===== src/acclPkg.sv =====
/*
 * Convolution accelerator definitions
 * Filter geometry, queue sizing, APB register map and vector types
 */
package acclPkg;

	// Filter geometry, one tap per coefficient
	localparam int FilterRows = 3;
	localparam int FilterLayers = 3;
	localparam int NumTaps = FilterRows * FilterLayers;
	localparam int FillBits = $clog2(NumTaps + 1);

	// Result queue sizing
	localparam int FifoDepth = 8;
	localparam int CountBits = 4;
	localparam int PtrBits = $clog2(FifoDepth);

	// Bus and datapath widths
	localparam int AddrBits = 12;
	localparam int WordBits = 32;
	localparam int SampleBits = 16;

	typedef logic [AddrBits-1:0] addrT;
	typedef logic [WordBits-1:0] wordT;
	typedef logic signed [SampleBits-1:0] sampleT;
	typedef logic signed [SampleBits-1:0] coefT;
	typedef logic signed [WordBits-1:0] productT;

	// Register map, byte addresses
	localparam addrT AddrControl = 12'h000;
	localparam addrT AddrStatus = 12'h004;
	localparam addrT AddrCoeffBase = 12'h100;
	localparam addrT AddrData = 12'h200;
	localparam addrT AddrResult = 12'h300;

	// Status register fields
	localparam int StatusFullBit = 8;

	// Control register fields
	localparam int ControlClearBit = 0;

endpackage


===== src/sampleWindow.sv =====
/*
 * Sample window
 * Nine-deep shift chain over the sample stream, flags each full window
 */
`timescale 1ns/1ps

module sampleWindow (
	input  logic clk,
	input  logic rst,
	input  logic clear,
	input  logic sampleValid,
	input  acclPkg::sampleT sample,
	output logic windowValid,
	output acclPkg::sampleT tap0,
	output acclPkg::sampleT tap1,
	output acclPkg::sampleT tap2,
	output acclPkg::sampleT tap3,
	output acclPkg::sampleT tap4,
	output acclPkg::sampleT tap5,
	output acclPkg::sampleT tap6,
	output acclPkg::sampleT tap7,
	output acclPkg::sampleT tap8
);

	acclPkg::sampleT win [acclPkg::NumTaps];
	logic [acclPkg::FillBits-1:0] fill;
	logic fillDone;
	logic lastMissing;

	assign fillDone = (fill == (acclPkg::FillBits)'(acclPkg::NumTaps));
	assign lastMissing = (fill == (acclPkg::FillBits)'(acclPkg::NumTaps - 1));

	// Fill count saturates once the chain holds a whole window
	always_ff @(posedge clk) begin
		if (rst || clear) begin
			fill <= '0;
			windowValid <= 1'b0;
		end else begin
			windowValid <= sampleValid && (fillDone || lastMissing);
			if (sampleValid && !fillDone) begin
				fill <= fill + 1'b1;
			end
		end
	end

	// Newest sample enters at tap 0
	always_ff @(posedge clk) begin
		if (sampleValid) begin
			win[0] <= sample;
			for (int k = 1; k < acclPkg::NumTaps; k++) begin
				win[k] <= win[k-1];
			end
		end
	end

	assign tap0 = win[0];
	assign tap1 = win[1];
	assign tap2 = win[2];
	assign tap3 = win[3];
	assign tap4 = win[4];
	assign tap5 = win[5];
	assign tap6 = win[6];
	assign tap7 = win[7];
	assign tap8 = win[8];

endmodule


===== config.mk =====
export PLATFORM = sky130hd
export DESIGN_NAME = sampleWindow
export DESIGN_NICKNAME = d
export VERILOG_FILES = /design/src/acclPkg.sv /design/src/sampleWindow.sv
export SDC_FILE = /design/constraint.sdc
export NUM_CORES = 1
export LEC_CHECK = 0
export BUFFER_PORTS_ARGS = -buffer_cell sky130_fd_sc_hd__buf_2
export CAP_MARGIN = 5
export CORE_MARGIN = 5
export CORE_UTILIZATION = 44
export DETAILED_ROUTE_END_ITERATION = 7
export GPL_TIMING_DRIVEN = 0
export PLACE_DENSITY_LB_ADDON = 0.2
export SLEW_MARGIN = 20
export SYNTH_ARGS = -nofsm -noshare
export SYNTH_HDL_FRONTEND = slang
export SYNTH_SLANG_ARGS = --single-unit

===== constraint.sdc =====
create_clock -name clk -period 1 [get_ports clk]
set_input_delay 0.05 -clock clk [delete_from_list [all_inputs] [get_ports clk]]
set_output_delay 0.05 -clock clk [all_outputs]
set_load 0.005 [all_outputs]

# Word-level counts from Yosys, hierarchy flattened
# Memories as Yosys holds them, arrays and structs flattened.
# Index checks and enable logic that the tools add are counted.
# word_totals
word_cells	13
n_memories	1
output_inout_bits	145
reg_bits	5
ramBits	144
# mem_list
name	depth	word_bits	read_ports	rd_ports_with_merged_regs	write_ports	line_no	source
win	9	16	9	0	9	sampleWindow.sv:25	acclPkg::sampleT win [acclPkg::NumTaps];
# op_classes
eq_ne	2
n_reduce_logical	5
muxes	2
add_sub_neg	1
# ops
op	n
$eq A4 B4 Y1 const B	2
$add A4 B1 Y4 const B	1
$logic_and A1 B1 Y1	2
$logic_or A1 B1 Y1	2
$mux W1	2
$logic_not A1 Y1	1

# Logic depth before layout (Yosys ltp)
# Gate-level depths: netlist of run 1.
# depth
depth_word	3
ltp_mapped	5
ltp_nobuf	5

# Worst setup path after synthesis of run 1
# No wires, ideal clock.
# synth_timing
kind	register to register
start	register fill[1] in the netlist's numbering
end	register fill[1] in the netlist's numbering
arrival_time_ns	0.941
setup_time_ns	0.119
required_ns	0.881
path_stages_with_launch	6
n_path_buf	0
synth_period_minus_slack_ns	1.061
path_slack_ns	-0.061
path_cell_list	dfxtp_1 inv_1 ha_1 and3b_1 o21ai_0 a21oi_1
# synth_via
elab_chain_len	3
elab_cells_between_ends	4
# synth_lines
item	line_no	source
from (decl)	sampleWindow.sv:26	logic [acclPkg::FillBits-1:0] fill;
from (signal assigned)	sampleWindow.sv:41	fill <= fill + 1'b1;
branches (longest 3 deep; another with $add A4 B1 Y4)	-	
# Several ways; the timed one is not identified.
# A chain may end at the register's enable or synchronous reset.

==> results of run 1 <==
-- cell type report --
type                       count  area [um2]
tap                          136         170
multi-input combinational     21         181
fill                         672        3160
timing repair buffer         271        1700
clock inverter                13         158
clock buffer                  19         422
sequential                   149        4430
inverter                       3        11.3
-- timing repair --
action	in CTS	in global routing
gates resized for setup	9	0
pin swaps	1	4
endpoints found under the hold margin	72	51
endpoints found under the setup margin	149	149
buffers inserted	45	43
-- cells in the final DEF (no fill, tap or decap), types with 2 or more instances in the layout --
cell	synthesis	routed
inv_2	0	2
dfxtp_1	5	3
ha_4	0	2
buf_2	0	163
nand2_1	2	2
bufinv_16	0	3
clkinvlp_4	0	5
nand3_1	2	2
a21oi_1	3	3
buf_4	0	88
dlygate4sd3_1	0	18
edfxtp_1	144	144
clkbuf_1	0	2
clkinv_1	0	2
o21ai_1	0	2
clkbuf_16	0	16
-- registers in the layout (all words and copies together), names as in the netlist --
register / flops
win: 144
windowValid: 1
fill: 4
-- metrics by stage --
step | util (%) | total power, W | hold slack (ns)
detailed placement | 54.9 | 0.00817 | 0.228
finish | 69.1 | 0.0145 | -0.0633
global placement | 54.6 | 0.00814 | 0.227
floorplan | - | 0.00761 | 0.149
global route | 69.1 | 0.0151 | -0.0731
CTS | 66.0 | 0.0145 | -0.0807
-- worst paths after layout --
check | from | slack (ns) | end | cells after the start
worst max-delay path | win[0][122] | -0.12 | tap7[10] | 1
worst min-delay path | sampleValid | -0.06 | win[0][2] | 1
worst min register to register | win[0][124] | 0.44 | win[0][140] | 0
worst max register to register | fill[1] | -0.04 | fill[2] | 5
-- cells by family (layout without fill, tap and decap cells) --
group	Yosys count	after routing	share of synthesized area, %
buffers and inverters	3	306	0.245
adder cells (fa/ha/maj)	3	3	0.818
AND/OR/NAND/NOR	11	11	1.66
AO/OA/AOI/OAI	6	6	0.654
XOR/XNOR	1	1	0.191
flip-flops	149	149	96.4
-- report_power, final --
group	switching, W	internal (W)	total, W	leakage (nW)
combinational	0.000395	0.000539	0.000934	1.22
sequential	0.000150	0.00728	0.00743	1.45
clock	0.00234	0.00378	0.00612	0.266
-- layer usage --
layer,wire [um],part of all wire (%),vias up,global-route usage (%)
met2,4740,52,110,24.3
met1,3120,34,1266,13.7
met4,170,1.9,0,7.93
met3,1030,11,15,8.73
li1,-,-,1274,-
met5,0,0,-,0
==> metrics.md, run 1 <==
| Metric | Value |
|---|---|
| Layout cells sized above 1 | 60.9% |
| DRC viols | 0 |
| Reg clk slew, reported paths | 0.06 ns |
| HPWL after detailed placement | 5.48 mm |
| Clock buffer depth | 2 |
| Final WS setup | -0.123 ns |
| Cell count after synthesis | 173 |
| Number of synthesized register bits | 149 |
| Hold Buf Count CTS | 18 |
| Post-route cell area | 7070 um2 |
| Cell variety after synth | 16 |
| Layout Nets | 486 |
| Slowest stage delay, CP | 0.41 ns |
| Failing checks | negative hold slack, negative setup slack |
| Slew @ Worst Pin | 0.488 ns |
| Crit path DAT | 1.07 ns |
| PwrDens | 2050 nW/um2 |
| Initial antenna violation count | 0 |
| CTS Root Cell | clkbuf_8 |
| Setup crit end kind | output port |
| Yosys warnings | 0 |
| Slew margin rel. | 67.4% |
| CTS tree | done |
| Worst VDD drop | 0.00143 V |
| CORE AREA | 10,200 um2 |
| HP Class | in2reg |
| DRT Pass-1 Iters | 4 |
| Routed WL | 9.06 mm |
| Worst-Skew Late Latency | 0.52 ns |
| Placed cell areas | 5620 um2 |
| WHS | -0.0633 ns |
| Area contributors post-synth | edfxtp_1, dfxtp_1, ha_1, a21oi_1, o21ai_0 |
| Worst endpoint required time | 0.95 ns |
| Drt first-iter violations | 102 |
| Tcrit/Tclk final | 112% |
| Buf+Inv Stages, Crit Path | 1 |
| Pins Over Slew Limit | 0 |
| Vias/cell | 4.35 |
| Fin Setup TNS | -13.18 ns |
| Largest net degree at the start of global routing | 101 |
| RSZ-0062 raised after global routing | yes |
| I/O pins | 165 |
| FFs w/ async S/R, synth | 0% |
| Die area | 12,600 um2 |
| Top-area cell type share of the netlist area | 94.2% |
| N_diodes | 0 |
| Hold Fails Final Rpt | 51 |
| Synth cell count leaders | edfxtp_1, dfxtp_1 |
| Critical path, cell by cell | buf_2 |
| Post-synthesis net count | 196 |
| Most frequent cell after synthesis | edfxtp_1 |
| Num rows | 37 |
| Mapped cell area | 4590 um2 |
| Starting Density | 44.8% |
| Number of synthesized flops with an enable pin | 144 |
| P&R area growth vs syn | 54.1% |
| Htree depth | 4 |
| Drt wl/cell | 14.8 um |
| Via count | 2,665 |
| Crit path max-delay family | flip-flops |
| Area leader, netlist | edfxtp_1 |
| Setup Crit Path Kind | reg2out |
| Dpl ws | -0.391 ns |
| Clock skew | 0.00611 ns |
| Register area share after synthesis | 96.4% |
| Status | finished, violations left |
| Max stage delay cell, worst path | edfxtp_1 |
| LEAKAGE | 2.94 nW |
| # clock sinks | 149 |
| Avg Cell Area, Syn | 26.5 um2 |
| Width of the die | 112 um |
| Most used DFF post-synth | edfxtp_1 |
| Max Freq | 890 MHz |
| Final non-filler cell total | 612 |
| Global route overflow | 0 |
| Vias in the first global route | 2,616 |
| Placed insts | 474 |
| First-pass GRT wire length | 13.7 mm |
| Die Ht | 112 um |
| Critical path peak fanout | 2 |
| # setup viols final | 147 |
| Number of port buffers | 164 |
| Crit path launch type | register |
| GRT Total Usage | 14.5% |
| Max-Cap Viols | 0 |
| RePlAce Congestion | 0.703 |
| Final Critical Period | 1.12 ns |
| Antenna-violating nets left | 0 |
| Total CTS buffers | 17 |
No activity file was read; power rests on OpenSTA's default activity.
==> inputs of run 2 (changes only) <==
Settings changed: CORE_MARGIN 5 to default, CORE_UTILIZATION 44 to 52.
Clock period 1 ns to 1.3 ns, I/O delays scaled along.
==> metrics.md, run 2 (same netlist as run 1, synthesis figures left out) <==
| Metric | Value |
|---|---|
| Status | complete, no violations |
| Width of the die | 95.9 um (-14%) |
| Clk pwr share | 40.8% (-1.5 points) |
| GRT Total Usage | 18.3% (+3.8 points) |
| Footprint of the multi-input gates | 156 um2 (-14%) |
| Max reg flops | 144 (unchanged) |
| # fillers | 531 (-21%) |
| LEAKAGE | 2.49 nW (-15%) |
| DRC viols | 0 (unchanged) |
| Slowest stage delay, CP | 0.37 ns (-0.04 ns) |
| Pint | 0.00834 W (-28%) |
| Reg clk slew, reported paths | 0.06 ns (about the same) |
| Crit path launch type | register |
| P&R area growth vs syn | 37.1% |
| Slew margin rel. | 66.2% (-1.2 points) |
| RePlAce Congestion | 0.736 (+4.6%) |
| Die area | 9200 um2 (-27%) |
| Total Power | 0.0105 W (-28%) |
| First-pass GRT wire length | 11.7 mm (-14%) |
| Sequential cell area | 4430 um2 (about the same) |
| Placed insts | 443 (-6.5%) |
| Max stage delay cell, worst path | dfxtp_2 |
| Total CTS buffers | 17 (unchanged) |
| Switching pwr | 0.00216 W (-25%) |
| RSZ-0062 raised after global routing | no |
| Die Ht | 95.9 um (-14%) |
| Worst VDD drop | 0.00104 V (-28%) |
| Starting Density | 54.7% (+9.9 points) |
| Drt wl/cell | 16.7 um (+13%) |
| Fin Setup TNS | 0 ns (+13.18 ns) |
| Antenna-violating nets left | 0 (unchanged) |
| Tcrit/Tclk final | 94.8% |
| Setup Crit Path Kind | reg2reg |
| CORE AREA | 8380 um2 (-18%) |
| Final Critical Period | 1.23 ns |
| Vias in the first global route | 2,233 (-15%) |
| Critical path, cell by cell | inv_1 > ha_1 > nand3b_1 > nand3_1 > a21oi_1 |
| DRT Pass-1 Iters | 4 (unchanged) |
| Max-Cap Viols | 0 (unchanged) |
| Biggest register | win |
| # setup viols final | 0 (-100%) |
| N_diodes | 0 (unchanged) |
| Crit path max-delay family | flip-flops |
| Post-CTS setup buffer count | 0 (-100%) |
| PwrDens | 1670 nW/um2 (-19%) |
| Global route overflow | 0 (unchanged) |
| Combinational share of power | 4.7% (-1.8 points) |
| Layout cells sized above 1 | 51.2% (-9.8 points) |
| Dpl ws | 0.0318 ns (+0.423 ns) |
| Num rows | 33 (-11%) |
| Critical path peak fanout | 4 (+2) |
| Buf+Inv Stages, Crit Path | 1 (unchanged) |
| Initial antenna violation count | 0 (unchanged) |
| CTS Root Cell | clkbuf_8 |
| # clock sinks | 149 (unchanged) |
| Sw Ratio | 20.6% (+0.66 points) |
| Vias/cell | 4.80 (+10%) |
| Clock buffer depth | 2 (unchanged) |
| Pins Over Slew Limit | 0 (unchanged) |
| Setup crit end kind | register |
| Worst-Skew Late Latency | 0.50 ns (-0.02 ns) |
| Most frequent cells in the layout | buf_2, edfxtp_1, dlygate4sd3_1, clkbuf_16, clkinvlp_4 |
| Sequential share of power | 54.5% (+3.2 points) |
| Htree depth | 4 (unchanged) |
| Layout Nets | 398 (-18%) |
| Final non-filler cell total | 492 (-20%) |
| Via count | 2,363 (-11%) |
| Drt first-iter violations | 149 (+46%) |
| HP Class | in2reg |
| Number of port buffers | 164 (unchanged) |
| CTS tree | done |
| Crit path DAT | 1.66 ns (+0.59 ns) |
| Routed WL | 8.20 mm (-9.5%) |
| Final WS setup | 0.0671 ns (+0.191 ns) |
| Worst endpoint required time | 1.73 ns (+0.78 ns) |
| I/O pins | 165 (unchanged) |
| Max Freq | 811 MHz |
| Largest net degree at the start of global routing | 83 (-18%) |
| Largest regs | win (144), fill (4), windowValid (1) |
| Hold Fails Final Rpt | 0 (-100%) |
| Slew @ Worst Pin | 0.507 ns (+0.0184 ns) |
| Clock skew | 0.00718 ns (+0.00106 ns) |
| Most common cell after layout, fill and taps aside | buf_2 |
==> run 2: changes by cell type in the layout (fill, tap and decap cells not counted), sizes merged <==
| cell | previous run | this run |
|---|---|---|
| bufinv | 3 | 1 |
| clkbuf | 19 | 17 |
| buf | 253 | 165 |
| clkinv | 4 | 7 |
==> run 2: power by group through the flow <==
stage	registers [W]	clock network, W	logic (W)
global route	0.00576	0.00455	0.000538
CTS	0.00572	0.00435	0.000496
global placement	0.00581	0	0.000431
finish	0.00572	0.00428	0.000493
detailed placement	0.00582	0	0.000453
floorplan	0.00584	0	0.0000125
==> run 2: path summary, 6_finish.rpt <==
check	from	to	slack (ns)	cells after the start
max	fill[1]	fill[0]	0.07	5
min	sampleValid	win[0][10]	0.02	1
max reg2reg	fill[1]	fill[0]	0.07	5
min reg2reg	win[0][47]	win[0][63]	0.44	0
==> run 2: metal layers <==
layer / GRT usage [%] / up-vias / part of all wire, %
met3: 6.87 / 11 / 8.4
met2: 32.5 / 110 / 54
met5: 0 / - / 0
met4: 7.71 / 0 / 1.4
li1: - / 1097 / -
met1: 19.6 / 1145 / 36
==> run 2: timing repair <==
| action | in CTS | in global routing |
|---|---|---|
| hold buffers | 18 | 0 |
| resized for setup | 0 | 3 |
| hold endpoints to repair | 21 | 0 |
| setup endpoints to repair | 0 | 3 |
==> run 2: metrics by stage <==
stage	util [%]	hold slack (ns)	instance area (um2)
after global placement	66.1	0.242	5540
after detailed placement	66.5	0.243	5580
final	75.0	0.0192	6290
after global routing	75.0	0.0246	6290
after floorplan	-	0.164	4590
after CTS	75.0	0.0141	6280
==> run 2: area by class of cell <==
class / count / share of cell area (%)
flip-flops and latches: 149 / 70.4
repair buffers: 183 / 16.5
clock buffers: 17 / 6.58
multi-input cells: 21 / 2.49
well taps: 105 / 2.09
clock inverters: 14 / 1.79
inverters: 3 / 0.179
