File: src/acclPkg.sv
/*
 * Convolution accelerator definitions
 * Filter geometry, queue sizing, APB register map and vector types
 */
package acclPkg;

	// Filter geometry, one tap per coefficient
	localparam int FilterRows = 3;
	localparam int FilterLayers = 3;
	localparam int NumTaps = FilterRows * FilterLayers;
	localparam int FillBits = $clog2(NumTaps + 1);

	// Result queue sizing
	localparam int FifoDepth = 8;
	localparam int CountBits = 4;
	localparam int PtrBits = $clog2(FifoDepth);

	// Bus and datapath widths
	localparam int AddrBits = 12;
	localparam int WordBits = 32;
	localparam int SampleBits = 16;

	typedef logic [AddrBits-1:0] addrT;
	typedef logic [WordBits-1:0] wordT;
	typedef logic signed [SampleBits-1:0] sampleT;
	typedef logic signed [SampleBits-1:0] coefT;
	typedef logic signed [WordBits-1:0] productT;

	// Register map, byte addresses
	localparam addrT AddrControl = 12'h000;
	localparam addrT AddrStatus = 12'h004;
	localparam addrT AddrCoeffBase = 12'h100;
	localparam addrT AddrData = 12'h200;
	localparam addrT AddrResult = 12'h300;

	// Status register fields
	localparam int StatusFullBit = 8;

	// Control register fields
	localparam int ControlClearBit = 0;

endpackage

File: src/apbRegBank.sv
/*
 * APB register bank
 * Address decode, coefficient storage, control and status registers,
 * sample push with wait states while the result queue has no room
 */
`timescale 1ns/1ps

module apbRegBank (
	input  logic clk,
	input  logic rst,
	input  logic psel,
	input  logic penable,
	input  logic pwrite,
	input  acclPkg::addrT paddr,
	input  acclPkg::wordT pwdata,
	input  logic space,
	input  logic full,
	input  logic empty,
	input  logic [acclPkg::CountBits-1:0] count,
	input  acclPkg::wordT head,
	output acclPkg::wordT prdata,
	output logic pready,
	output logic pslverr,
	output logic sampleValid,
	output acclPkg::sampleT sample,
	output acclPkg::coefT coef0,
	output acclPkg::coefT coef1,
	output acclPkg::coefT coef2,
	output acclPkg::coefT coef3,
	output acclPkg::coefT coef4,
	output acclPkg::coefT coef5,
	output acclPkg::coefT coef6,
	output acclPkg::coefT coef7,
	output acclPkg::coefT coef8,
	output logic pop,
	output logic clear
);

	acclPkg::coefT coefReg [acclPkg::NumTaps];
	acclPkg::addrT coefOffset;
	logic [3:0] coefIdx;
	logic coefHit;
	logic isControl;
	logic isStatus;
	logic isData;
	logic isResult;
	logic complete;
	logic wrDone;
	logic rdDone;

	// Address decode
	assign isControl = (paddr == acclPkg::AddrControl);
	assign isStatus = (paddr == acclPkg::AddrStatus);
	assign isData = (paddr == acclPkg::AddrData);
	assign isResult = (paddr == acclPkg::AddrResult);

	// Addresses below the base wrap to a large offset and miss
	assign coefOffset = paddr - acclPkg::AddrCoeffBase;
	assign coefIdx = coefOffset[5:2];
	assign coefHit = (coefOffset < acclPkg::addrT'(4 * acclPkg::NumTaps)) &&
		(coefOffset[1:0] == 2'b00);

	// Data writes wait until the queue can take the result they may produce
	assign pready = !(psel && pwrite && isData && !space);

	assign complete = psel && penable && pready;
	assign wrDone = complete && pwrite;
	assign rdDone = complete && !pwrite;

	// Strobes for the datapath, all in the completing cycle
	assign sampleValid = wrDone && isData;
	assign sample = pwdata[acclPkg::SampleBits-1:0];
	assign clear = wrDone && isControl && pwdata[acclPkg::ControlClearBit];
	assign pop = rdDone && isResult && !empty;

	// Empty result read is the only error response
	assign pslverr = rdDone && isResult && empty;

	always_ff @(posedge clk) begin
		if (rst) begin
			for (int k = 0; k < acclPkg::NumTaps; k++) begin
				coefReg[k] <= '0;
			end
		end else if (wrDone && coefHit) begin
			coefReg[coefIdx] <= pwdata[acclPkg::SampleBits-1:0];
		end
	end

	// Read data mux, unmapped and control addresses read zero
	always_comb begin
		prdata = '0;
		if (isStatus) begin
			prdata[acclPkg::CountBits-1:0] = count;
			prdata[acclPkg::StatusFullBit] = full;
		end else if (coefHit) begin
			prdata = {{(acclPkg::WordBits - acclPkg::SampleBits){coefReg[coefIdx][15]}},
				coefReg[coefIdx]};
		end else if (isResult && !empty) begin
			prdata = head;
		end
	end

	assign coef0 = coefReg[0];
	assign coef1 = coefReg[1];
	assign coef2 = coefReg[2];
	assign coef3 = coefReg[3];
	assign coef4 = coefReg[4];
	assign coef5 = coefReg[5];
	assign coef6 = coefReg[6];
	assign coef7 = coefReg[7];
	assign coef8 = coefReg[8];

endmodule

File: config.mk
export PLATFORM = sky130hd
export DESIGN_NAME = apbRegBank
export DESIGN_NICKNAME = d
export VERILOG_FILES = /design/src/acclPkg.sv /design/src/apbRegBank.sv
export SDC_FILE = /design/constraint.sdc
export NUM_CORES = 1
export LEC_CHECK = 0
export BUFFER_PORTS_ARGS = -buffer_cell sky130_fd_sc_hd__buf_2
export CAP_MARGIN = 30
export CORE_ASPECT_RATIO = 1.2
export CORE_MARGIN = 3
export CORE_UTILIZATION = 30
export DETAILED_ROUTE_END_ITERATION = 7
export PLACE_DENSITY = 0.49
export SLEW_MARGIN = 40
export SYNTH_ARGS = -nofsm -noshare
export SYNTH_HDL_FRONTEND = slang
export SYNTH_SLANG_ARGS = --single-unit
File: constraint.sdc
create_clock -name clk -period 4.55 [get_ports clk]
set_input_delay 0.2275 -clock clk [delete_from_list [all_inputs] [get_ports clk]]
set_output_delay 0.2275 -clock clk [all_outputs]
set_load 0.05 [all_outputs]
After elaboration in Yosys (flattened, before gate mapping)
Memory sizes are Yosys's and may differ from the RTL's.
Cells that the tools add are included.
{"block": "totals", "register_bits": 0, "wordCells": 43, "out_inout_bits": 197, "n_memories": 1, "input_bits": 88, "ram_bits": 144}
{"block": "classes", "add_sub_neg": 1, "n_mux": 14, "eq_ne": 3, "order_cmp": 1, "n_reduce_logical": 23}
{"memory": "coefReg", "words": 9, "width": 16, "rd": 10, "rd_ports_with_merged_regs": 0, "wr": 9, "line_no": "apbRegBank.sv:39", "rtl": "acclPkg::coefT coefReg [acclPkg::NumTaps];"}
{"op": "$mux 32", "n": 2}
{"op": "$eq 12x10->1 const B", "n": 2}
{"op": "$mux 23", "n": 1}
{"op": "$logic_and 1x1->1", "n": 16}
{"op": "$mux 16", "n": 1}
{"op": "$reduce_or 16->1", "n": 1}
{"op": "$eq 12x3->1 const B", "n": 1}
{"op": "$logic_not 12->1", "n": 1}
{"op": "$lt 12x6->1 const B", "n": 1}
{"op": "$mux 4", "n": 3}
{"op": "$sub 12x9->12 const B", "n": 1}
{"op": "$mux 1", "n": 7}
{"op": "$logic_not 1->1", "n": 4}
{"op": "$logic_not 2->1", "n": 1}

Depth between registers and ports, before layout
Gate-level depths: netlist (run 1).
{"block": "logic_depth", "depth_word": 12, "depth_mapped": 7, "mapped_depth_nobuf": 4}

Worst setup path before layout (run 1)
No wires, ideal clock.
{"block": "synth_path", "path_type": "input to output", "startpoint": "input paddr[3]", "endpoint": "output sampleValid", "path_buffers": 2, "slack_ps": 1690, "path_stages": 5, "t_arrival_ps": 2632, "required_time_ps": 4323, "cell_sequence": "clkbuf_1 nor4_1 nand4_1 clkbuf_1 nor4_1"}
{"block": "synth_between", "elab_chain_len": 7}
{"element": "from (decl)", "line_no": "apbRegBank.sv:14", "rtl": "input acclPkg::addrT paddr,"}
{"element": "$eq 12x10->1 (*)", "line_no": "apbRegBank.sv:54", "rtl": "assign isData = (paddr == acclPkg::AddrData);"}
{"element": "$logic_and 1x1->1 (2 in series)", "line_no": "apbRegBank.sv:64", "rtl": "assign pready = !(psel && pwrite && isData && !space);"}
{"element": "$logic_not 1->1", "line_no": "apbRegBank.sv:64"}
{"element": "$logic_and 1x1->1", "line_no": "apbRegBank.sv:66", "rtl": "assign complete = psel && penable && pready;"}
{"element": "$logic_and 1x1->1", "line_no": "apbRegBank.sv:67", "rtl": "assign wrDone = complete && pwrite;"}
{"element": "$logic_and 1x1->1 (*)", "line_no": "apbRegBank.sv:71", "rtl": "assign sampleValid = wrDone && isData;"}
{"element": "to (decl)", "line_no": "apbRegBank.sv:24", "rtl": "output logic sampleValid,"}
Mark *: on every way between the ends. The rest lies on a longest branch, timed or not.

Worst setup path in the final report (run 1)
{"block": "layout_path", "startpoint": "input paddr[3]", "endpoint": "output prdata[5]"}
{"block": "layout_between", "elab_chain_len": 5, "elab_cells_between_ends": 10, "classes_between": "add/sub: 1; order compare: 1; eq/ne: 2; mux: 3; reduce/logical: 2; memory: 1"}
{"element": "$sub 12x9->12 or $eq 12x10->1 (tied branches)", "line_no": "apbRegBank.sv:58, apbRegBank.sv:55"}
{"element": "$lt 12x6->1 or $logic_and 1x1->1 (tied branches)", "line_no": "apbRegBank.sv:60, apbRegBank.sv:98"}
{"element": "$logic_and 1x1->1 or $mux 32 (tied branches)", "line_no": "apbRegBank.sv:60, apbRegBank.sv:98"}
{"element": "$mux 32", "line_no": "apbRegBank.sv:95", "rtl": "end else if (coefHit) begin"}
{"element": "$mux 4 (*)", "line_no": "apbRegBank.sv:92", "rtl": "if (isStatus) begin"}
{"element": "to (decl)", "line_no": "apbRegBank.sv:21", "rtl": "output acclPkg::wordT prdata,"}
Marked as above.

==> qor.txt, run 1 <==
Result of the run - finished clean
# DRC - 0
Growth of design area from synthesis to finish - 27.1%
Remaining antenna violation count after routing - 0
Clock-pin slew on the worst setup and hold paths - 0.06 ns
VDD IR max - 0.175 mV
Die Area - 0.0378 mm2
Maximum fanout along the worst path - 27
TritonCTS Sinks - 236
Ratio of cells with drive above 1 in the final layout - 0.377
Number of maximum-capacitance constraint violations - 0
Overall routing resource usage - 0.177
Master cell of the clock root buffer - sky130_fd_sc_hd__clkbuf_16
Kind of end point of the critical path - primary output
Setup repair after global routing missed its margin - no
Switching share of power - 0.267
Register with the most flip-flops - coefReg
Critical path data required time - 4.32 ns
Pint - 0.00374 W
Resized Gates After CTS - 0
Leakage - 5.28 nW
Critical path startpoint category - input pin
Comb power frac - 0.138
Wirelength, routed - 34400 um
Aggregate negative setup slack - 0 ns
Routed wirelength normalized by instance count - 22.6 um
TritonCTS clock tree - yes
Htree depth - 1
Transition at the pin with the smallest max-transition slack - 0.731 ns
Switching power summed over all nets - 0.00136 W
Start-to-end type of the worst setup path - in -> out
Residual overflow from global routing - 0
Number of clock buffers inserted by TritonCTS - 24
Routed vias/inst - 4.79
Final critical path time including I/O delays and setup - 3.12 ns
Number of antenna diodes - 0
Max-slew violations - 0
Die H - 212 um
Initial DRC Count - 442
Register share of total power - 0.508
Core utilization of the finished layout - 0.392
Number of different library cells in the post-synthesis netlist - 38
Register bit total from synthesis - 236
Initial antenna violation count - 0
First-pass GRT wire length - 48300 um
Cell repeated most along the worst path - sky130_fd_sc_hd__buf_2
Number of global-route vias before repair - 7261
Initial cell density of the core - 0.308
Final HPWL DP - 23300 um
Flip-flop count of the largest register after layout - 236
Total of fill cells in the finished design - 3365
CP Buf/Inv Count - 2
Average instance area after synthesis - 15.4 um2
Clock network fraction of design power - 0.354
Buffer levels on the longest clock path - 3
Number of port buffers - 268
Fmax - 320 MHz
CP top delay family - simple AND/OR/NAND/NOR gates
Cell with the largest stage delay on the worst path - sky130_fd_sc_hd__nand2b_2
Largest net degree at the start of global routing - 48
Total power divided by cell area - 377 mW/mm2
Width of the die - 178 um
Worst Path Arrival - 2.90 ns
Yosys warning total - 0
Final RePlAce weighted congestion - 0.775
Portion of the clock cycle consumed by the worst path in the final layout - 0.687
Number of instances in the synthesized netlist - 692
Pre-Repair DR Iteration Count - 5
Layout Nets - 1131
Area of the core - 0.0345 mm2
Finish-stage setup viols - 0
Io pins - 285
Leading registers by flop count - coefReg: 236 flops
Min-delay worst type - in -> reg
Via count - 7263
Launch instance of the worst min-delay path - pwdata[12]
Largest stage delay, worst path - 0.60 ns
Critical Path, Cell by Cell - buf_2 > nor4_1 > nand4_1 > nand2b_2 > o221ai_1 > buf_2
Hold bufs inserted after CTS - 8
Worst setup path start - paddr[3]
Post-CTS Setup Inserts - 0
Remaining max-slew budget at the tightest pin - 0.513
Synthesized area - 0.0106 mm2
Count of endpoints failing hold in the final timing report - 0
Seq/Total Area, Yosys - 0.666
Standard-cell row count - 74
==> final timing paths <==
check / endpoint / slack (ns) / depth (start not counted)
hold / removal: coefReg[12][12] / 0.01 / 1
setup / recovery: prdata[5] / 1.43 / 6
==> layout by cell type (no fill, tap or decap), types with 3 or more instances in the layout <==
master / instances
sky130_fd_sc_hd__clkinv_1: 8
sky130_fd_sc_hd__clkinv_2: 3
sky130_fd_sc_hd__o32a_1: 5
sky130_fd_sc_hd__edfxtp_1: 236
sky130_fd_sc_hd__conb_1: 92
sky130_fd_sc_hd__nand4_1: 4
sky130_fd_sc_hd__clkbuf_16: 25
sky130_fd_sc_hd__mux4_2: 59
sky130_fd_sc_hd__nand2_1: 18
sky130_fd_sc_hd__or3_1: 16
sky130_fd_sc_hd__mux2_2: 12
sky130_fd_sc_hd__nand2b_1: 30
sky130_fd_sc_hd__nor2_1: 149
sky130_fd_sc_hd__inv_1: 18
sky130_fd_sc_hd__nor4_1: 4
sky130_fd_sc_hd__nand3_2: 4
sky130_fd_sc_hd__clkbuf_1: 7
sky130_fd_sc_hd__a21o_1: 17
sky130_fd_sc_hd__dlygate4sd3_1: 9
sky130_fd_sc_hd__buf_2: 267
sky130_fd_sc_hd__buf_4: 14
sky130_fd_sc_hd__o221ai_1: 15
sky130_fd_sc_hd__mux2i_1: 15
sky130_fd_sc_hd__nor2b_1: 3
sky130_fd_sc_hd__nor3_1: 3
==> synth_stat cells <==
cell,number,area share
sky130_fd_sc_hd__a21o_1,18,0.013
sky130_fd_sc_hd__nand4b_1,2,0.0016
sky130_fd_sc_hd__o32a_1,5,0.0047
sky130_fd_sc_hd__nor4_1,5,0.0029
sky130_fd_sc_hd__nand3_1,2,0.00094
sky130_fd_sc_hd__o221ai_1,15,0.012
sky130_fd_sc_hd__nor2b_1,4,0.0024
sky130_fd_sc_hd__buf_2,16,0.0075
sky130_fd_sc_hd__mux2_2,12,0.013
sky130_fd_sc_hd__o31a_1,1,0.00082
sky130_fd_sc_hd__inv_1,18,0.0063
sky130_fd_sc_hd__nand2b_1,31,0.018
sky130_fd_sc_hd__nand4_4,2,0.0040
sky130_fd_sc_hd__or2_2,1,0.00059
sky130_fd_sc_hd__conb_1,1,0.00035
sky130_fd_sc_hd__buf_4,18,0.013
sky130_fd_sc_hd__clkbuf_1,20,0.0071
sky130_fd_sc_hd__nor3_2,1,0.00094
sky130_fd_sc_hd__buf_6,1,0.0011
sky130_fd_sc_hd__a31o_2,2,0.0016
sky130_fd_sc_hd__or4_1,1,0.00071
sky130_fd_sc_hd__nand4_1,4,0.0024
sky130_fd_sc_hd__nand3b_1,1,0.00071
sky130_fd_sc_hd__o21ai_0,1,0.00047
sky130_fd_sc_hd__mux4_2,59,0.12
sky130_fd_sc_hd__nand2_1,19,0.0067
sky130_fd_sc_hd__nor2_4,1,0.0011
sky130_fd_sc_hd__edfxtp_1,236,0.67
sky130_fd_sc_hd__nor3b_1,1,0.00071
sky130_fd_sc_hd__and2_1,1,0.00059
sky130_fd_sc_hd__nor3_1,3,0.0014
sky130_fd_sc_hd__nor2_1,149,0.053
sky130_fd_sc_hd__a32o_1,1,0.00094
sky130_fd_sc_hd__nand3_2,4,0.0038
sky130_fd_sc_hd__a41o_1,1,0.00094
sky130_fd_sc_hd__buf_1,4,0.0014
sky130_fd_sc_hd__mux2i_1,15,0.014
sky130_fd_sc_hd__or3_1,16,0.0094
==> kinds of logic (layout without fill, tap and decap cells) <==
kind of cell,Yosys count,after routing,share of synthesized area
AO/OA/AOI/OAI,44,44,0.0346
buffers and inverters,77,355,0.0361
multiplexers,86,86,0.152
other,1,92,0.000352
AND/OR/NAND/NOR,248,248,0.112
flip-flops,236,236,0.666
==> layer usage <==
layer | GRT usage | wire [um]
met3 | 0.0357 | 2670
met5 | 0 | 0
met1 | 0.222 | 13900
met2 | 0.318 | 17400
met4 | 0.0312 | 389
==> cell type report <==
class                      instances  area (um2)  share of cell area
inverter                          18        67.6             0.00499
sequential                       236        7090               0.524
multi-input combinational        470        3530               0.261
clock inverter                    12        52.6             0.00388
timing repair buffer             293        1570               0.116
clock buffer                      32         652              0.0482
tap                              456         571              0.0422
==> metrics by stage <==
stage | std cells | instance area [um2] | setup slack, ns | hold WS [ns] | total power (W)
2_1_floorplan | 783 | 11000 | 1.69 | 0.326 | 0.00313
3_3_place_gp | 1463 | 12700 | 1.12 | 0.472 | 0.00334
3_5_place_dp | 1464 | 12700 | 1.39 | 0.475 | 0.00335
4_1_cts | 1516 | 13500 | 1.39 | 0.00176 | 0.00518
5_1_grt | 1517 | 13500 | 1.22 | 0.0163 | 0.00530
6_report | 1517 | 13500 | 1.43 | 0.0140 | 0.00511
==> power by group through the flow <==
stage | sequential (W) | clock, W | combinational, W
after floorplan | 0.00286 | 0 | 0.000269
after global placement | 0.00264 | 0 | 0.000702
after detailed placement | 0.00264 | 0 | 0.000706
after CTS | 0.00260 | 0.00186 | 0.000713
after global routing | 0.00261 | 0.00195 | 0.000746
final | 0.00260 | 0.00181 | 0.000704
No activity file was read; power rests on OpenSTA's default activity.
==> run 2: changes to the inputs <==
--- a/config.mk
+++ b/config.mk
@@ -5,13 +5,14 @@
 export SDC_FILE = /design/constraint.sdc
 export NUM_CORES = 1
 export LEC_CHECK = 0
+export ABC_AREA = 1
 export BUFFER_PORTS_ARGS = -buffer_cell sky130_fd_sc_hd__buf_2
 export CAP_MARGIN = 30
 export CORE_ASPECT_RATIO = 1.2
 export CORE_MARGIN = 3
 export CORE_UTILIZATION = 30
 export DETAILED_ROUTE_END_ITERATION = 7
-export PLACE_DENSITY = 0.49
+export PLACE_DENSITY = 0.51
 export SLEW_MARGIN = 40
 export SYNTH_ARGS = -nofsm -noshare
 export SYNTH_HDL_FRONTEND = slang
==> constraint.sdc (replaced) <==
create_clock -name clk -period 2.6 [get_ports clk]
set_input_delay 0.13 -clock clk [delete_from_list [all_inputs] [get_ports clk]]
set_output_delay 0.13 -clock clk [all_outputs]
set_load 0.05 [all_outputs]
==> run 2 against run 1 <==
Die area increased by 8.6%. Combinational power increased by 90%. Sequential share of layout area is 2.8 points lower. Setup slack worse by 1.2 ns. Wire length increased by 14%. Non-clock buffer count up 38. Power is 96% higher. Via count increased by 33%. Count of clock-buffer cells in the layout grew 6. Final cell count up 41%. Critical path type is now reg -> out.
==> qor.txt, run 2 <==
Buffer levels on the longest clock path - 3 (unchanged)
Critical path data required time - 2.47 ns (-1.85 ns)
Largest net degree at the start of global routing - 54 (+13%)
Launch instance of the worst min-delay path - penable
Aggregate negative setup slack - 0 ns (unchanged)
Synthesized area - 0.0116 mm2 (+8.9%)
Highest-utilization routing layer at the global route stage - met2
Overall routing resource usage - 0.184 (+0.00790)
Via count - 9624 (+33%)
Remaining max-slew budget at the tightest pin - 0.461 (-0.0520)
Fraction of met3 tracks used by global routing - 0.0235 (-0.0122)
Ratio of cells with drive above 1 in the final layout - 0.224 (-0.153)
Die H - 221 um (+4.2%)
Initial DRC Count - 704 (+59%)
TritonCTS clock tree - yes
Worst Path Arrival - 2.21 ns (-0.69 ns)
Share of flip-flops with an asynchronous set or reset - 0 (unchanged)
Routed vias/inst - 4.51 (-5.9%)
Met1 routing resource usage after global routing - 0.229 (+0.00790)
Initial antenna violation count - 0 (unchanged)
Kind of end point of the critical path - primary output
Htree depth - 1 (unchanged)
Number of enable-type register cells in the synthesized netlist - 248 (+5.1%)
Average instance area after synthesis - 9.37 um2 (-39%)
Final RePlAce weighted congestion - 0.813 (+5.0%)
Flip-flop count of the largest register after layout - 248 (+5.1%)
Number of clock buffers inserted by TritonCTS - 28 (+17%)
Synth area leader - sky130_fd_sc_hd__edfxtp_1
Leading registers by flop count - coefReg: 248 flops
Yosys warning total - 0 (unchanged)
Register bit total from synthesis - 248 (+5.1%)
Leakage - 6.92 nW (+31%)
Result of the run - finished clean
Register with the most flip-flops - coefReg
Io pins - 285 (unchanged)
Layout Nets - 1723 (+52%)
Portion of the clock cycle consumed by the worst path in the final layout - 0.901
Most frequent cells in the layout - sky130_fd_sc_hd__nor2_1, sky130_fd_sc_hd__buf_2, sky130_fd_sc_hd__nand2_1
Seq/Total Area, Yosys - 0.643 (-0.0231)
Post-synth top cells - sky130_fd_sc_hd__nor2_1, sky130_fd_sc_hd__nand2_1, sky130_fd_sc_hd__edfxtp_1
First-pass GRT wire length - 57000 um (+18%)
Growth of design area from synthesis to finish - 29.6%
Total of fill cells in the finished design - 3812 (+13%)
Area of the core - 0.0380 mm2 (+9.9%)
Synth top area cells - sky130_fd_sc_hd__edfxtp_1, sky130_fd_sc_hd__nor2_1, sky130_fd_sc_hd__nand2_1, sky130_fd_sc_hd__o21ai_0, sky130_fd_sc_hd__inv_1
Hold Worst Slack - 0.328 ns (+0.314 ns)
Start-to-end type of the worst setup path - reg -> out
Final HPWL DP - 27600 um (+19%)
TritonCTS Sinks - 248 (+5.1%)
Fraction of synthesized cell area taken by the top area cell type - 0.643 (-0.0231)
Width of the die - 185 um (+4.2%)
Initial cell density of the core - 0.305 (-0.00298)
Worst setup path start - coefReg[0][15]
Total power divided by cell area - 666 mW/mm2 (+77%)
Min-delay worst type - in -> reg
Clock-pin slew on the worst setup and hold paths - 0.06 ns (about the same)
Final critical path time including I/O delays and setup - 2.34 ns
Pre-Repair DR Iteration Count - 5 (unchanged)
Number of port buffers - 268 (unchanged)
Remaining antenna violation count after routing - 0 (unchanged)
Finish-stage setup viols - 0 (unchanged)
Maximum fanout along the worst path - 17 (-37%)
Number of antenna diodes - 0 (unchanged)
Setup repair after global routing missed its margin - no
Fmax - 427 MHz
# DRC - 0 (unchanged)
Number of different library cells in the post-synthesis netlist - 25 (-34%)
Die Area - 0.0410 mm2 (+8.6%)
M2 GR Usage - 0.334 (+0.0154)
Dominant register cell in the synthesized netlist - sky130_fd_sc_hd__edfxtp_1
Number of maximum-capacitance constraint violations - 0 (unchanged)
Transition at the pin with the smallest max-transition slack - 0.808 ns (+0.0771 ns)
Wirelength, routed - 39000 um (+14%)
Standard-cell row count - 78 (+5.4%)
Routed wirelength normalized by instance count - 18.3 um (-19%)
Residual overflow from global routing - 0 (unchanged)
Master cell of the clock root buffer - sky130_fd_sc_hd__clkbuf_16
VDD IR max - 0.506 mV (+190%)
Cell with the most instances after synthesis - sky130_fd_sc_hd__nor2_1
Most frequent standard cell in the layout excluding fill and tap cells - sky130_fd_sc_hd__nor2_1
Critical path startpoint category - flop
Max-slew violations - 0 (unchanged)
Number of global-route vias before repair - 9353 (+29%)
Number of instances in the synthesized netlist - 1236 (+79%)
Count of endpoints failing hold in the final timing report - 0 (unchanged)
==> run 2: cell types whose count changed after synthesis, moves of 14 or more <==
cell                       before  now
sky130_fd_sc_hd__nand2_1       19  265
sky130_fd_sc_hd__or3_1         16    0
sky130_fd_sc_hd__clkinv_1       0   20
sky130_fd_sc_hd__o221ai_1      15    0
sky130_fd_sc_hd__inv_1         18   93
sky130_fd_sc_hd__nor2_1       149  410
sky130_fd_sc_hd__mux2i_1       15    0
sky130_fd_sc_hd__o21ai_0        1   80
sky130_fd_sc_hd__mux4_2        59    0
sky130_fd_sc_hd__a21o_1        18    0
sky130_fd_sc_hd__nand2b_1      31    0
sky130_fd_sc_hd__nand4_1        4   18
==> run 2: cell families after synthesis <==
group	count (synthesis)	share of synthesized area
and+or+nand+nor	724	0.251
DFF	248	0.643
buffers and inverters	179	0.0700
AOI/OAI and AO/OA	84	0.0365
other	1	0.000324
==> run 2: layout make-up <==
cell class	instances	area, um2	share of cell area
multi-input combinational	912	3720	0.247
clock inverter	13	141	0.00941
clock buffer	38	759	0.0506
timing repair buffer	331	1930	0.128
sequential	248	7450	0.496
inverter	114	428	0.0285
tap	480	601	0.0400
==> run 2: where the power goes <==
| group | leakage (nW) | internal, W | switching (W) |
|---|---|---|---|
| combinational | 4.10 | 0.000310 | 0.00103 |
| sequential | 2.38 | 0.00466 | 0.000119 |
| clock | 0.437 | 0.00233 | 0.00155 |
==> run 2: path summary, 6_finish.rpt <==
path	depth (start not counted)	slack (ns)	to
worst max-delay path	12	0.26	prdata[16]
worst min-delay path	5	0.33	coefReg[5][15]
==> run 2: critical path, cell delays in order (launching register included) <==
cell	delay, ns
sky130_fd_sc_hd__edfxtp_1	0.41
sky130_fd_sc_hd__inv_1	0.06
sky130_fd_sc_hd__nand2_1	0.06
sky130_fd_sc_hd__nand2_1	0.06
sky130_fd_sc_hd__nand2_1	0.05
sky130_fd_sc_hd__nand2_1	0.09
sky130_fd_sc_hd__nand2_1	0.07
sky130_fd_sc_hd__nand2_1	0.05
sky130_fd_sc_hd__o21ai_0	0.15
sky130_fd_sc_hd__nand2_1	0.10
sky130_fd_sc_hd__buf_4	0.20
sky130_fd_sc_hd__nor2_1	0.11
sky130_fd_sc_hd__buf_2	0.27
==> run 2: layer usage <==
layer / wire, um / share of wire
met1: 15500 / 0.40
met3: 2480 / 0.063
met4: 1140 / 0.029
met5: 0 / 0
met2: 19900 / 0.51
==> run 2: metrics by stage <==
step | std cells | util | total power (W) | setup WS, ns | cell area, um2
floorplan | 1339 | - | 0.00570 | 0.0942 | 12000
global placement | 2069 | 0.368 | 0.00620 | 0.442 | 14000
detailed placement | 2069 | 0.368 | 0.00621 | 0.421 | 14000
CTS | 2136 | 0.396 | 0.0101 | 0.217 | 15000
global route | 2136 | 0.396 | 0.0104 | 0.0671 | 15000
finish | 2136 | 0.396 | 0.0100 | 0.258 | 15000
==> run 2: what timing repair did <==
item                                   4_1_cts  5_1_grt
gates resized for setup                      0        0
setup buffers                                0        0
hold buffers                                16        0
endpoints found under the hold margin      104        0
